`config.mk`:
```
export PLATFORM = sky130hd
export DESIGN_NAME = cpu2icb_bridge
export DESIGN_NICKNAME = d
export VERILOG_FILES = /design/src/fabric_map_pkg.sv /design/src/fabric_bus_pkg.sv /design/src/cpu2icb_bridge.sv
export SDC_FILE = /design/constraint.sdc
export NUM_CORES = 1
export LEC_CHECK = 0
export BUFFER_PORTS_ARGS = -buffer_cell sky130_fd_sc_hd__buf_2
export CAP_MARGIN = 20
export CORE_ASPECT_RATIO = 0.6
export CORE_MARGIN = 2
export CORE_UTILIZATION = 30
export CTS_BUF_LIST = sky130_fd_sc_hd__clkbuf_8
export DETAILED_ROUTE_END_ITERATION = 12
export PLACE_DENSITY = 0.8
export SYNTH_ARGS = -nofsm -noshare
export SYNTH_HDL_FRONTEND = slang
export SYNTH_SLANG_ARGS = --single-unit
```
`constraint.sdc`:
```
create_clock -name clk -period 0.8 [get_ports clk]
set_input_delay 0.08 -clock clk [delete_from_list [all_inputs] [get_ports clk]]
set_output_delay 0.08 -clock clk [all_outputs]
set_load 0.05 [all_outputs]
```
`src/fabric_map_pkg.sv`:
```
package fabric_map_pkg;

    // ----------------------------------------
    // Address geometry
    // ----------------------------------------

    // Byte address width on every bus
    localparam int ADDR_W = 32;

    // Word offset inside the TCM, 32-bit words
    localparam int TCM_IDX_LSB = 2;

    // ----------------------------------------
    // TCM window
    // ----------------------------------------

    localparam logic [ADDR_W-1:0] TCM_BASE = 32'h8000_0000;
    // Low address bits decoded inside the TCM, 32 KiB
    localparam int TCM_AWIDTH = 15;
    // All ones in the low TCM_AWIDTH bits
    localparam logic [ADDR_W-1:0] TCM_MASK = {{(ADDR_W-TCM_AWIDTH){1'b0}}, {TCM_AWIDTH{1'b1}}};
    // Number of 32-bit words, 8192
    localparam int TCM_DEPTH = 2 ** (TCM_AWIDTH - TCM_IDX_LSB);

    // ----------------------------------------
    // ICB peripheral windows
    // ----------------------------------------

    // Instruction ICB, 0x2000_0000 to 0x3fff_ffff
    localparam logic [ADDR_W-1:0] PI_BASE = 32'h2000_0000;
    localparam logic [ADDR_W-1:0] PI_MASK = 32'h1fff_ffff;
    // Data ICB, 0x1000_0000 to 0x1fff_ffff
    localparam logic [ADDR_W-1:0] PD_BASE = 32'h1000_0000;
    localparam logic [ADDR_W-1:0] PD_MASK = 32'h0fff_ffff;

    // Window hit: bits above the mask must match the base
    function automatic logic addr_hit(logic [ADDR_W-1:0] addr, logic [ADDR_W-1:0] base,
                                      logic [ADDR_W-1:0] mask);
        return (addr & ~mask) == (base & ~mask);
    endfunction

endpackage

```
`src/fabric_bus_pkg.sv`:
```
package fabric_bus_pkg;

    // ----------------------------------------
    // Widths with a meaning
    // ----------------------------------------

    // 32-bit data word, one strobe per byte
    localparam int DATA_W = 32;
    localparam int STRB_W = DATA_W / 8;

    typedef logic [fabric_map_pkg::ADDR_W-1:0] addr_t;
    typedef logic [DATA_W-1:0]                 data_t;
    typedef logic [STRB_W-1:0]                 strb_t;

    // Word index inside the TCM, address bits 14 down to 2
    typedef logic [fabric_map_pkg::TCM_AWIDTH-fabric_map_pkg::TCM_IDX_LSB-1:0] tcm_index_t;

    // ----------------------------------------
    // CPU side req/gnt/rvalid
    // ----------------------------------------

    // Held stable by the master until gnt
    typedef struct packed {
        logic  req;
        logic  we;
        strb_t be;
        addr_t addr;
        data_t wdata;
    } mem_req_t;

    // gnt same cycle, rvalid one or more cycles later
    typedef struct packed {
        logic  gnt;
        logic  rvalid;
        data_t rdata;
        logic  err;
    } mem_rsp_t;

    // ----------------------------------------
    // ICB valid/ready
    // ----------------------------------------

    // Transfers on valid and ready
    typedef struct packed {
        logic  valid;
        logic  read;
        addr_t addr;
        data_t wdata;
        strb_t wmask;
    } icb_cmd_t;

    // Response side is always accepted, so there is no ready
    typedef struct packed {
        logic  valid;
        data_t rdata;
        logic  err;
    } icb_rsp_t;

endpackage

```
`src/cpu2icb_bridge.sv`:
```
`timescale 1ns/1ps

module cpu2icb_bridge #(
    // Decoded window of this bus
    parameter fabric_bus_pkg::addr_t ADDR_BASE = fabric_map_pkg::PD_BASE,
    parameter fabric_bus_pkg::addr_t ADDR_MASK = fabric_map_pkg::PD_MASK
) (
    input  logic                    clk,
    input  logic                    rst_n,

    // CPU side
    input  fabric_bus_pkg::mem_req_t cpu_req_i,
    output fabric_bus_pkg::mem_rsp_t cpu_rsp_o,

    // ICB side
    output fabric_bus_pkg::icb_cmd_t icb_cmd_o,
    input  logic                    icb_cmd_ready_i,
    input  fabric_bus_pkg::icb_rsp_t icb_rsp_i
);

    // Request falls in this window
    logic cpu_hit;

    // Registered response
    logic                  rvalid_q;
    fabric_bus_pkg::data_t rdata_q;
    logic                  err_q;

    // ----------------------------------------
    // Command path
    // ----------------------------------------

    assign cpu_hit = cpu_req_i.req & fabric_map_pkg::addr_hit(cpu_req_i.addr,
        ADDR_BASE, ADDR_MASK);

    // Valid follows the request combinationally
    assign icb_cmd_o.valid = cpu_hit;
    assign icb_cmd_o.read  = ~cpu_req_i.we;
    assign icb_cmd_o.addr  = cpu_req_i.addr;
    assign icb_cmd_o.wdata = cpu_req_i.wdata;
    assign icb_cmd_o.wmask = cpu_req_i.be;

    // Grant on the ICB transfer
    // Ready low leaves the master holding its request
    assign cpu_rsp_o.gnt = icb_cmd_o.valid & icb_cmd_ready_i;

    // ----------------------------------------
    // Response path
    // ----------------------------------------

    // ICB responses come back in order and are always taken
    // Data and err read as zero outside a response
    always_ff @(posedge clk or negedge rst_n) begin
        if (!rst_n) begin
            rvalid_q <= 1'b0;
            rdata_q  <= '0;
            err_q    <= 1'b0;
        end else begin
            rvalid_q <= icb_rsp_i.valid;
            if (icb_rsp_i.valid) begin
                rdata_q <= icb_rsp_i.rdata;
                err_q   <= icb_rsp_i.err;
            end else begin
                rdata_q <= '0;
                err_q   <= 1'b0;
            end
        end
    end

    // One cycle behind the ICB response
    assign cpu_rsp_o.rvalid = rvalid_q;
    assign cpu_rsp_o.rdata  = rdata_q;
    assign cpu_rsp_o.err    = err_q;

endmodule

```
* After elaboration in Yosys (flattened, before gate mapping)
Cells that the tools add are included.
Widths: inputs -> output; s select.
** Word-level totals
- Bits in latches :: 0
- ROM bits :: 0
- Output and inout bits :: 105
- Logic and storage cells :: 9
- Memories kept :: 0
- Bits in registers :: 34
- Memory bits (writable) :: 0
- Input bits :: 107
** Operators by class
- Div/mod/pow operators :: 0
- Add/subtract/negate cells :: 0
- Shifts and indexed selects :: 0
- Multipliers :: 0
- Bitwise logic cells :: 3
- Order comparisons :: 0
- Eq/ne operators :: 1
- Reduce and logical (&&, ||, !) cells :: 0
- Mux-type cells :: 2
** Operator list (count)
- $mux 32 :: 1
- $eq 4x1->1 const B :: 1
- $and 1x1->1 :: 2
- $mux 1 :: 1
- $not 1->1 :: 1

* Depth between registers and ports, before layout
Gate-level depths: netlist of run 1.
- Depth after elaboration :: 3
- Gate-level depth with buffers :: 3
- Depth with buffers taken out :: 2

* Worst setup path before layout of run 1
OpenSTA, ideal clock, no wires.
- Kind :: input to output
- Start :: input port cpu_req_i[61] in the netlist's numbering
- End :: output port cpu_rsp_o[34] in the netlist's numbering
- Stages :: 2
- Data required time :: 0.720 ns
- Setup slack :: -0.464 ns
- Buffers on the path :: 0
- Arrival time :: 1.184 ns
- Cell sequence :: nand3b_4 > nor4b_2
** RTL lines
- from (decl) :: line cpu2icb_bridge.sv:12 : input fabric_bus_pkg::mem_req_t cpu_req_i,
- to (decl) :: line cpu2icb_bridge.sv:13 : output fabric_bus_pkg::mem_rsp_t cpu_rsp_o,

* Worst setup path in the final report of run 1
- Start :: register rdata_q[14]
- End :: output port cpu_rsp_o[15] in the netlist's numbering
** RTL lines
- from (decl) :: line cpu2icb_bridge.sv:26 : fabric_bus_pkg::data_t rdata_q;
- from (signal assigned) :: line cpu2icb_bridge.sv:61 : rdata_q <= icb_rsp_i.rdata;
No word-level cell between the ends.

==> impl_metrics.toml, run 1 <==
[run_status]
status = "complete, but fails checks"
violations = "setup timing"

[sta]
fin_crit_ns = 0.908
finalMaxSlewViolations = 0
tns_ns = -3.02
setup_ws_ns = -0.108
tightest_slew_ns = 0.434
maxClockFrequency_ghz = 1.10
rsz0062_at_grt = "yes"
fin_crit_sh_pct = 113
slew_headroom_pct = 71.1
final-setup-viol-count = 35
final_hold_viol_count = 0

[logic_synthesis]
synth_cells = 145
synth-seq-cells = 34
async_flop_share_pct = 100
synth.most_common_cell = "buf_4"
synthesis.nets = 252
synth_cell_types = 8
synth_area_um2 = 1650
synth_top_flop_cell = "dfrtp_1"
synth_edf_count = 0
yosysWarningCount = 0
synth.avg_cell_area_um2 = 11.4
synth_seq_area_share_pct = 51.6
synth_area_leaders = "dfrtp_1, buf_4, and2_1"
synth_area_leader_cell = "dfrtp_1"
synth_top_area_share_pct = 51.6
synth_common_cells = "buf_4, dfrtp_1, and2_1"

[cells_and_area]
stdcell_area_um2 = 2060
drive_gt1_share_pct = 54.0
fillers = 504
area_growth_syn_to_layout_pct = 25.0
fin_nets = 280
instances_no_fill = 240
diodes = 0

[detailed_routing]
drt-initial-drc-count = 3
vias = 967
drt_first_pass_iters = 4
ant_nets = 0
route.detailed.drc = 0
routed_wl_um = 3440
wl_per_cell_um = 14.3
viasPerCell = 4.03

[power_and_ir_drop]
pwr-share-clk_pct = 32.7
ir_drop_v = 0.000549
sw_frac_of_total_pct = 29.6
p_seq_share_pct = 45.8
fin_total_pwr_mw = 4.04
p_switching_mw = 1.19
intPower_mw = 2.84
combinationalPowerShare_pct = 21.6
powerDensity_nw_per_um2 = 1960
power_leakage_nw = 1.06

[global_routing]
grt_max_degree = 35
grt_usage_pct = 11.0
grt_pass1_vias = 974
grt_overflow_total = 0
antenna_found_initial = 0
grt_pass1_wl_um = 4890

[floorplan]
start_util_pct = 31.8
chipWidth_um = 99.7
io_pins = 212
die_h_um = 61.4
core_area_um2 = 5180
die-area_um2 = 6130
rows = 20

[worst_setup_path]
slowest_delay_ns = 0.39
crit_path_end_kind = "output pin"
startpoint_type = "register"
startpoint = "rdata_q[14]"
cpMaxStageDelayCell = "dfrtp_1"
worst-setup-path-type = "reg -> out"
required_ns = 0.72
path_delay_family = "flip-flops"
worst-path-buf-inv = 1
path_max_fanout = 1
arrival_ns = 0.83
crit_chain = "buf_6"

[placed_design]
post-place-ws_ns = -0.131
io_buffers = 83
placed_cells = 221
gp_congestion = 0.609
dp_hpwl_um = 2330
place_area_um2 = 1630

[clock_network]
clkSinkCount = 34
cts_max_level = 2
numCtsBuffers = 5
clk_path_buf_depth = 2
post-cts-setup-buffers = 0
cts-root-buf = "clkbuf_8"
cts_tree = "built"
cts.reportedPaths.clkPinSlew_ns = 0.07

[worst_hold_path]
hp-start = "icb_rsp_i[31]"
hold_path_class = "in -> reg"

[run]
max-cap-violations = 0
-- stage by stage --
stage | util [%] | hold WS (ns)
final | 39.8 | 0.00992
after global routing | 39.8 | -0.00898
after CTS | 39.4 | 0.000166
after detailed placement | 31.4 | 0.0579
after floorplan | - | -0.216
after global placement | 31.4 | 0.0514
-- per-layer routing --
layer | global-route usage [%] | share of wire [%] | wire length (µm) | vias up
met5 | 0 | 0 | 0 | -
met3 | 9.99 | 18 | 602 | 12
met4 | 5.87 | 2.0 | 70 | 0
li1 | - | - | - | 422
met1 | 10.4 | 34 | 1180 | 444
met2 | 16.4 | 46 | 1580 | 89
-- kinds of logic (layout without fill, tap and decap cells) --
family / after synthesis / in the layout / synth area share [%]
DFF: 34 / 34 / 51.6
buffers and inverters: 75 / 104 / 33.5
and+or+nand+nor: 36 / 36 / 14.9
-- power groups by stage --
stage	sequential (mW)	clock (mW)	combinational, mW
final	1.85	1.32	0.870
after global routing	1.85	1.50	0.924
after CTS	1.85	1.39	0.870
after detailed placement	1.86	0	0.724
after global placement	1.86	0	0.718
after floorplan	2.16	0	1.04
-- cell type report --
type | instances | area [µm²] | area share [%]
Clock buffer | 6 | 82.6 | 4.01
Clock inverter | 2 | 12.5 | 0.607
Inverter | 1 | 3.75 | 0.182
Multi-Input combinational cell | 36 | 255 | 12.4
Sequential cell | 34 | 851 | 41.3
Tap cell | 66 | 82.6 | 4.01
Timing Repair Buffer | 95 | 773 | 37.5
-- repair_timing --
action,CTS,global route
resized for setup,72,0
endpoints found under the hold margin,42,2
hold buffers,9,2
setup endpoints to repair,36,35
cloned,0,0
-- placed cells by master (no fill, tap or decap) --
cell / count
nor4b_4: 1
dlygate4sd3_1: 11
nand3b_4: 1
buf_12: 1
buf_4: 1
clkbuf_8: 6
dfrtp_1: 34
buf_2: 46
clkinv_2: 1
clkinvlp_4: 1
and2_1: 33
nor3_1: 1
buf_6: 36
inv_1: 1
-- state kept, by name, indices dropped and copies added (netlist names) --
signal	cells
rdata_q	32
err_q	1
rvalid_q	1
-- final timing paths --
| check | endpoint | cells after the start | slack (ns) |
|---|---|---|---|
| min | rdata_q[30] | 2 | 0.01 |
| min in group asynchronous | rdata_q[13] | 3 | 0.29 |
| max | cpu_rsp_o[15] | 1 | -0.11 |
| max in group asynchronous | rdata_q[22] | 3 | 0.33 |
Power figures use the tool's default switching activity.
==> inputs of run 2 (changes only) <==
--- a/config.mk
+++ b/config.mk
@@ -7,12 +7,11 @@
 export LEC_CHECK = 0
 export BUFFER_PORTS_ARGS = -buffer_cell sky130_fd_sc_hd__buf_2
 export CAP_MARGIN = 20
-export CORE_ASPECT_RATIO = 0.6
-export CORE_MARGIN = 2
-export CORE_UTILIZATION = 30
+export CORE_AREA = 2 2 83 85
 export CTS_BUF_LIST = sky130_fd_sc_hd__clkbuf_8
 export DETAILED_ROUTE_END_ITERATION = 12
-export PLACE_DENSITY = 0.8
+export DIE_AREA = 0 0 85 87
+export PLACE_DENSITY = 0.67
 export SYNTH_ARGS = -nofsm -noshare
 export SYNTH_HDL_FRONTEND = slang
 export SYNTH_SLANG_ARGS = --single-unit
==> constraint.sdc (replaced) <==
create_clock -name clk -period 1.15 [get_ports clk]
set_input_delay 0.115 -clock clk [delete_from_list [all_inputs] [get_ports clk]]
set_output_delay 0.115 -clock clk [all_outputs]
set_load 0.05 [all_outputs]
==> run 2 against run 1 <==
The flow now finishes without violations. Critical path depth up 3. Final cell count up 1.7%. Sequential power down 31%. Combinational power down 42%. Clock power down 33%. Setup slack better by 0.21 ns. Cell area down 15%.
==> impl_metrics.toml, run 2 (synthesized netlist as in run 1, its figures left out) <==
[cells_and_area]
largest-register = "rdata_q"
instances_no_fill = 244
drive_gt1_share_pct = 57.3
final_common_cell = "buf_2"
mostFrequentLayoutCells = "buf_2, dfrtp_1, and2_1"
largest_reg_flops = 32
reg_top3 = "rdata_q: 32 flops, err_q: 1 flops, rvalid_q: 1 flops"
diodes = 0
area_growth_syn_to_layout_pct = 6.15
fin_nets = 270

[detailed_routing]
drt-initial-drc-count = 29
drt_first_pass_iters = 2
viasPerCell = 3.75
ant_nets = 0
vias = 915
routed_wl_um = 4260
route.detailed.drc = 0
wl_per_cell_um = 17.5

[clock_network]
cts-root-buf = "clkbuf_8"
clkSinkCount = 34
postCtsHoldBufs = 1
post-cts-setup-buffers = 0
numCtsBuffers = 5
cts_max_level = 2
cts_tree = "built"
clk_path_buf_depth = 2
cts.reportedPaths.clkPinSlew_ns = 0.07
post_cts_resized = 0

[power_and_ir_drop]
powerDensity_nw_per_um2 = 1520
ir_drop_v = 0.000805
fin_total_pwr_mw = 2.66
power_leakage_nw = 0.972

[floorplan]
die-area_um2 = 7400
chipWidth_um = 85
rows = 30
io_pins = 212
core_area_um2 = 6570
start_util_pct = 25.1
die_h_um = 87

[global_routing]
grt_max_degree = 35
use_met1_pct = 8.90
use_met2_pct = 18.4
busiest_layer = "met2"
grt_usage_pct = 11.0
globalRouteMet3Util_pct = 9.00
grt_pass1_vias = 926
grt_overflow_total = 0
grt_pass1_wl_um = 5870
antenna_found_initial = 0

[worst_setup_path]
slowest_delay_ns = 0.29
cpMaxStageDelayCell = "buf_2"
path_delay_family = "simple AND/OR/NAND/NOR gates"
path_max_fanout = 2
crit_path_end_kind = "output pin"
crit_chain = "buf_2, nand3b_4, nor4b_4, buf_2"
startpoint_type = "primary input"
startpoint = "cpu_req_i[61]"
worst-path-buf-inv = 2
arrival_ns = 0.93
required_ns = 1.03
worst-setup-path-type = "in -> out"
cp_common_cell = "buf_2"

[sta]
final-setup-viol-count = 0
fin_crit_sh_pct = 90.8
final_hold_viol_count = 0
finalMaxSlewViolations = 0
hold_slack_ns = 0.0439
maxClockFrequency_ghz = 0.957
tns_ns = 0
slew_headroom_pct = 71.7
fin_crit_ns = 1.04
tightest_slew_ns = 0.425
rsz0062_at_grt = "no"

[worst_hold_path]
hold_end = "rdata_q[2]"
hold_path_class = "in -> reg"
hold_depth = 2
hp-start = "icb_rsp_i[3]"

[run_status]
status = "completed"

[placed_design]
dp_hpwl_um = 3670
gp_congestion = 0.778
io_buffers = 83
placed_cells = 235

[run]
max-cap-violations = 0
## run 2: cell types whose count changed in the layout (fill, tap and decap cells not counted)
cell           before  now
buf_2              46   83
buf_4               1    0
buf_6              36    0
dlygate4sd3_1      11    1
## run 2: routing by layer
layer | share of wire, % | wire length [µm]
met4 | 2.2 | 95
met1 | 26 | 1120
met2 | 50 | 2140
met3 | 21 | 905
met5 | 0 | 0
## run 2: report_power, final
| part | switching [mW] | leakage (nW) | internal (mW) |
|---|---|---|---|
| registers | 0.0135 | 0.437 | 1.26 |
| clock network | 0.403 | 0.0472 | 0.480 |
| logic | 0.362 | 0.488 | 0.140 |
| total | 0.779 | 0.972 | 1.88 |
## run 2: how the worst max path moves through the flow
| stage | end | cells after the start |
|---|---|---|
| after floorplan | cpu_rsp_o[34] | 2 |
| after global placement | cpu_rsp_o[34] | 4 |
| after detailed placement | cpu_rsp_o[34] | 4 |
| after CTS | cpu_rsp_o[34] | 4 |
| after global routing | cpu_rsp_o[34] | 4 |
| final | cpu_rsp_o[34] | 4 |
## run 2: cell type report
class                   instances  area [µm²]
multi-input cells              36         255
fillers                       684        4820
clock buffers                   6        82.6
clock inverters                 2        12.5
well taps                      80         100
flip-flops and latches         34         851
repair buffers                 85         445
inverters                       1        3.75
## run 2: stage by stage
| step | setup slack [ns] | utilization [%] | instance area (µm²) |
|---|---|---|---|
| after floorplan | 0.115 | - | 1660 |
| after CTS | 0.100 | 26.6 | 1750 |
| after global routing | 0.0777 | 26.6 | 1750 |
| after detailed placement | 0.104 | 25.0 | 1650 |
| final | 0.105 | 26.6 | 1750 |
| after global placement | 0.128 | 25.0 | 1650 |
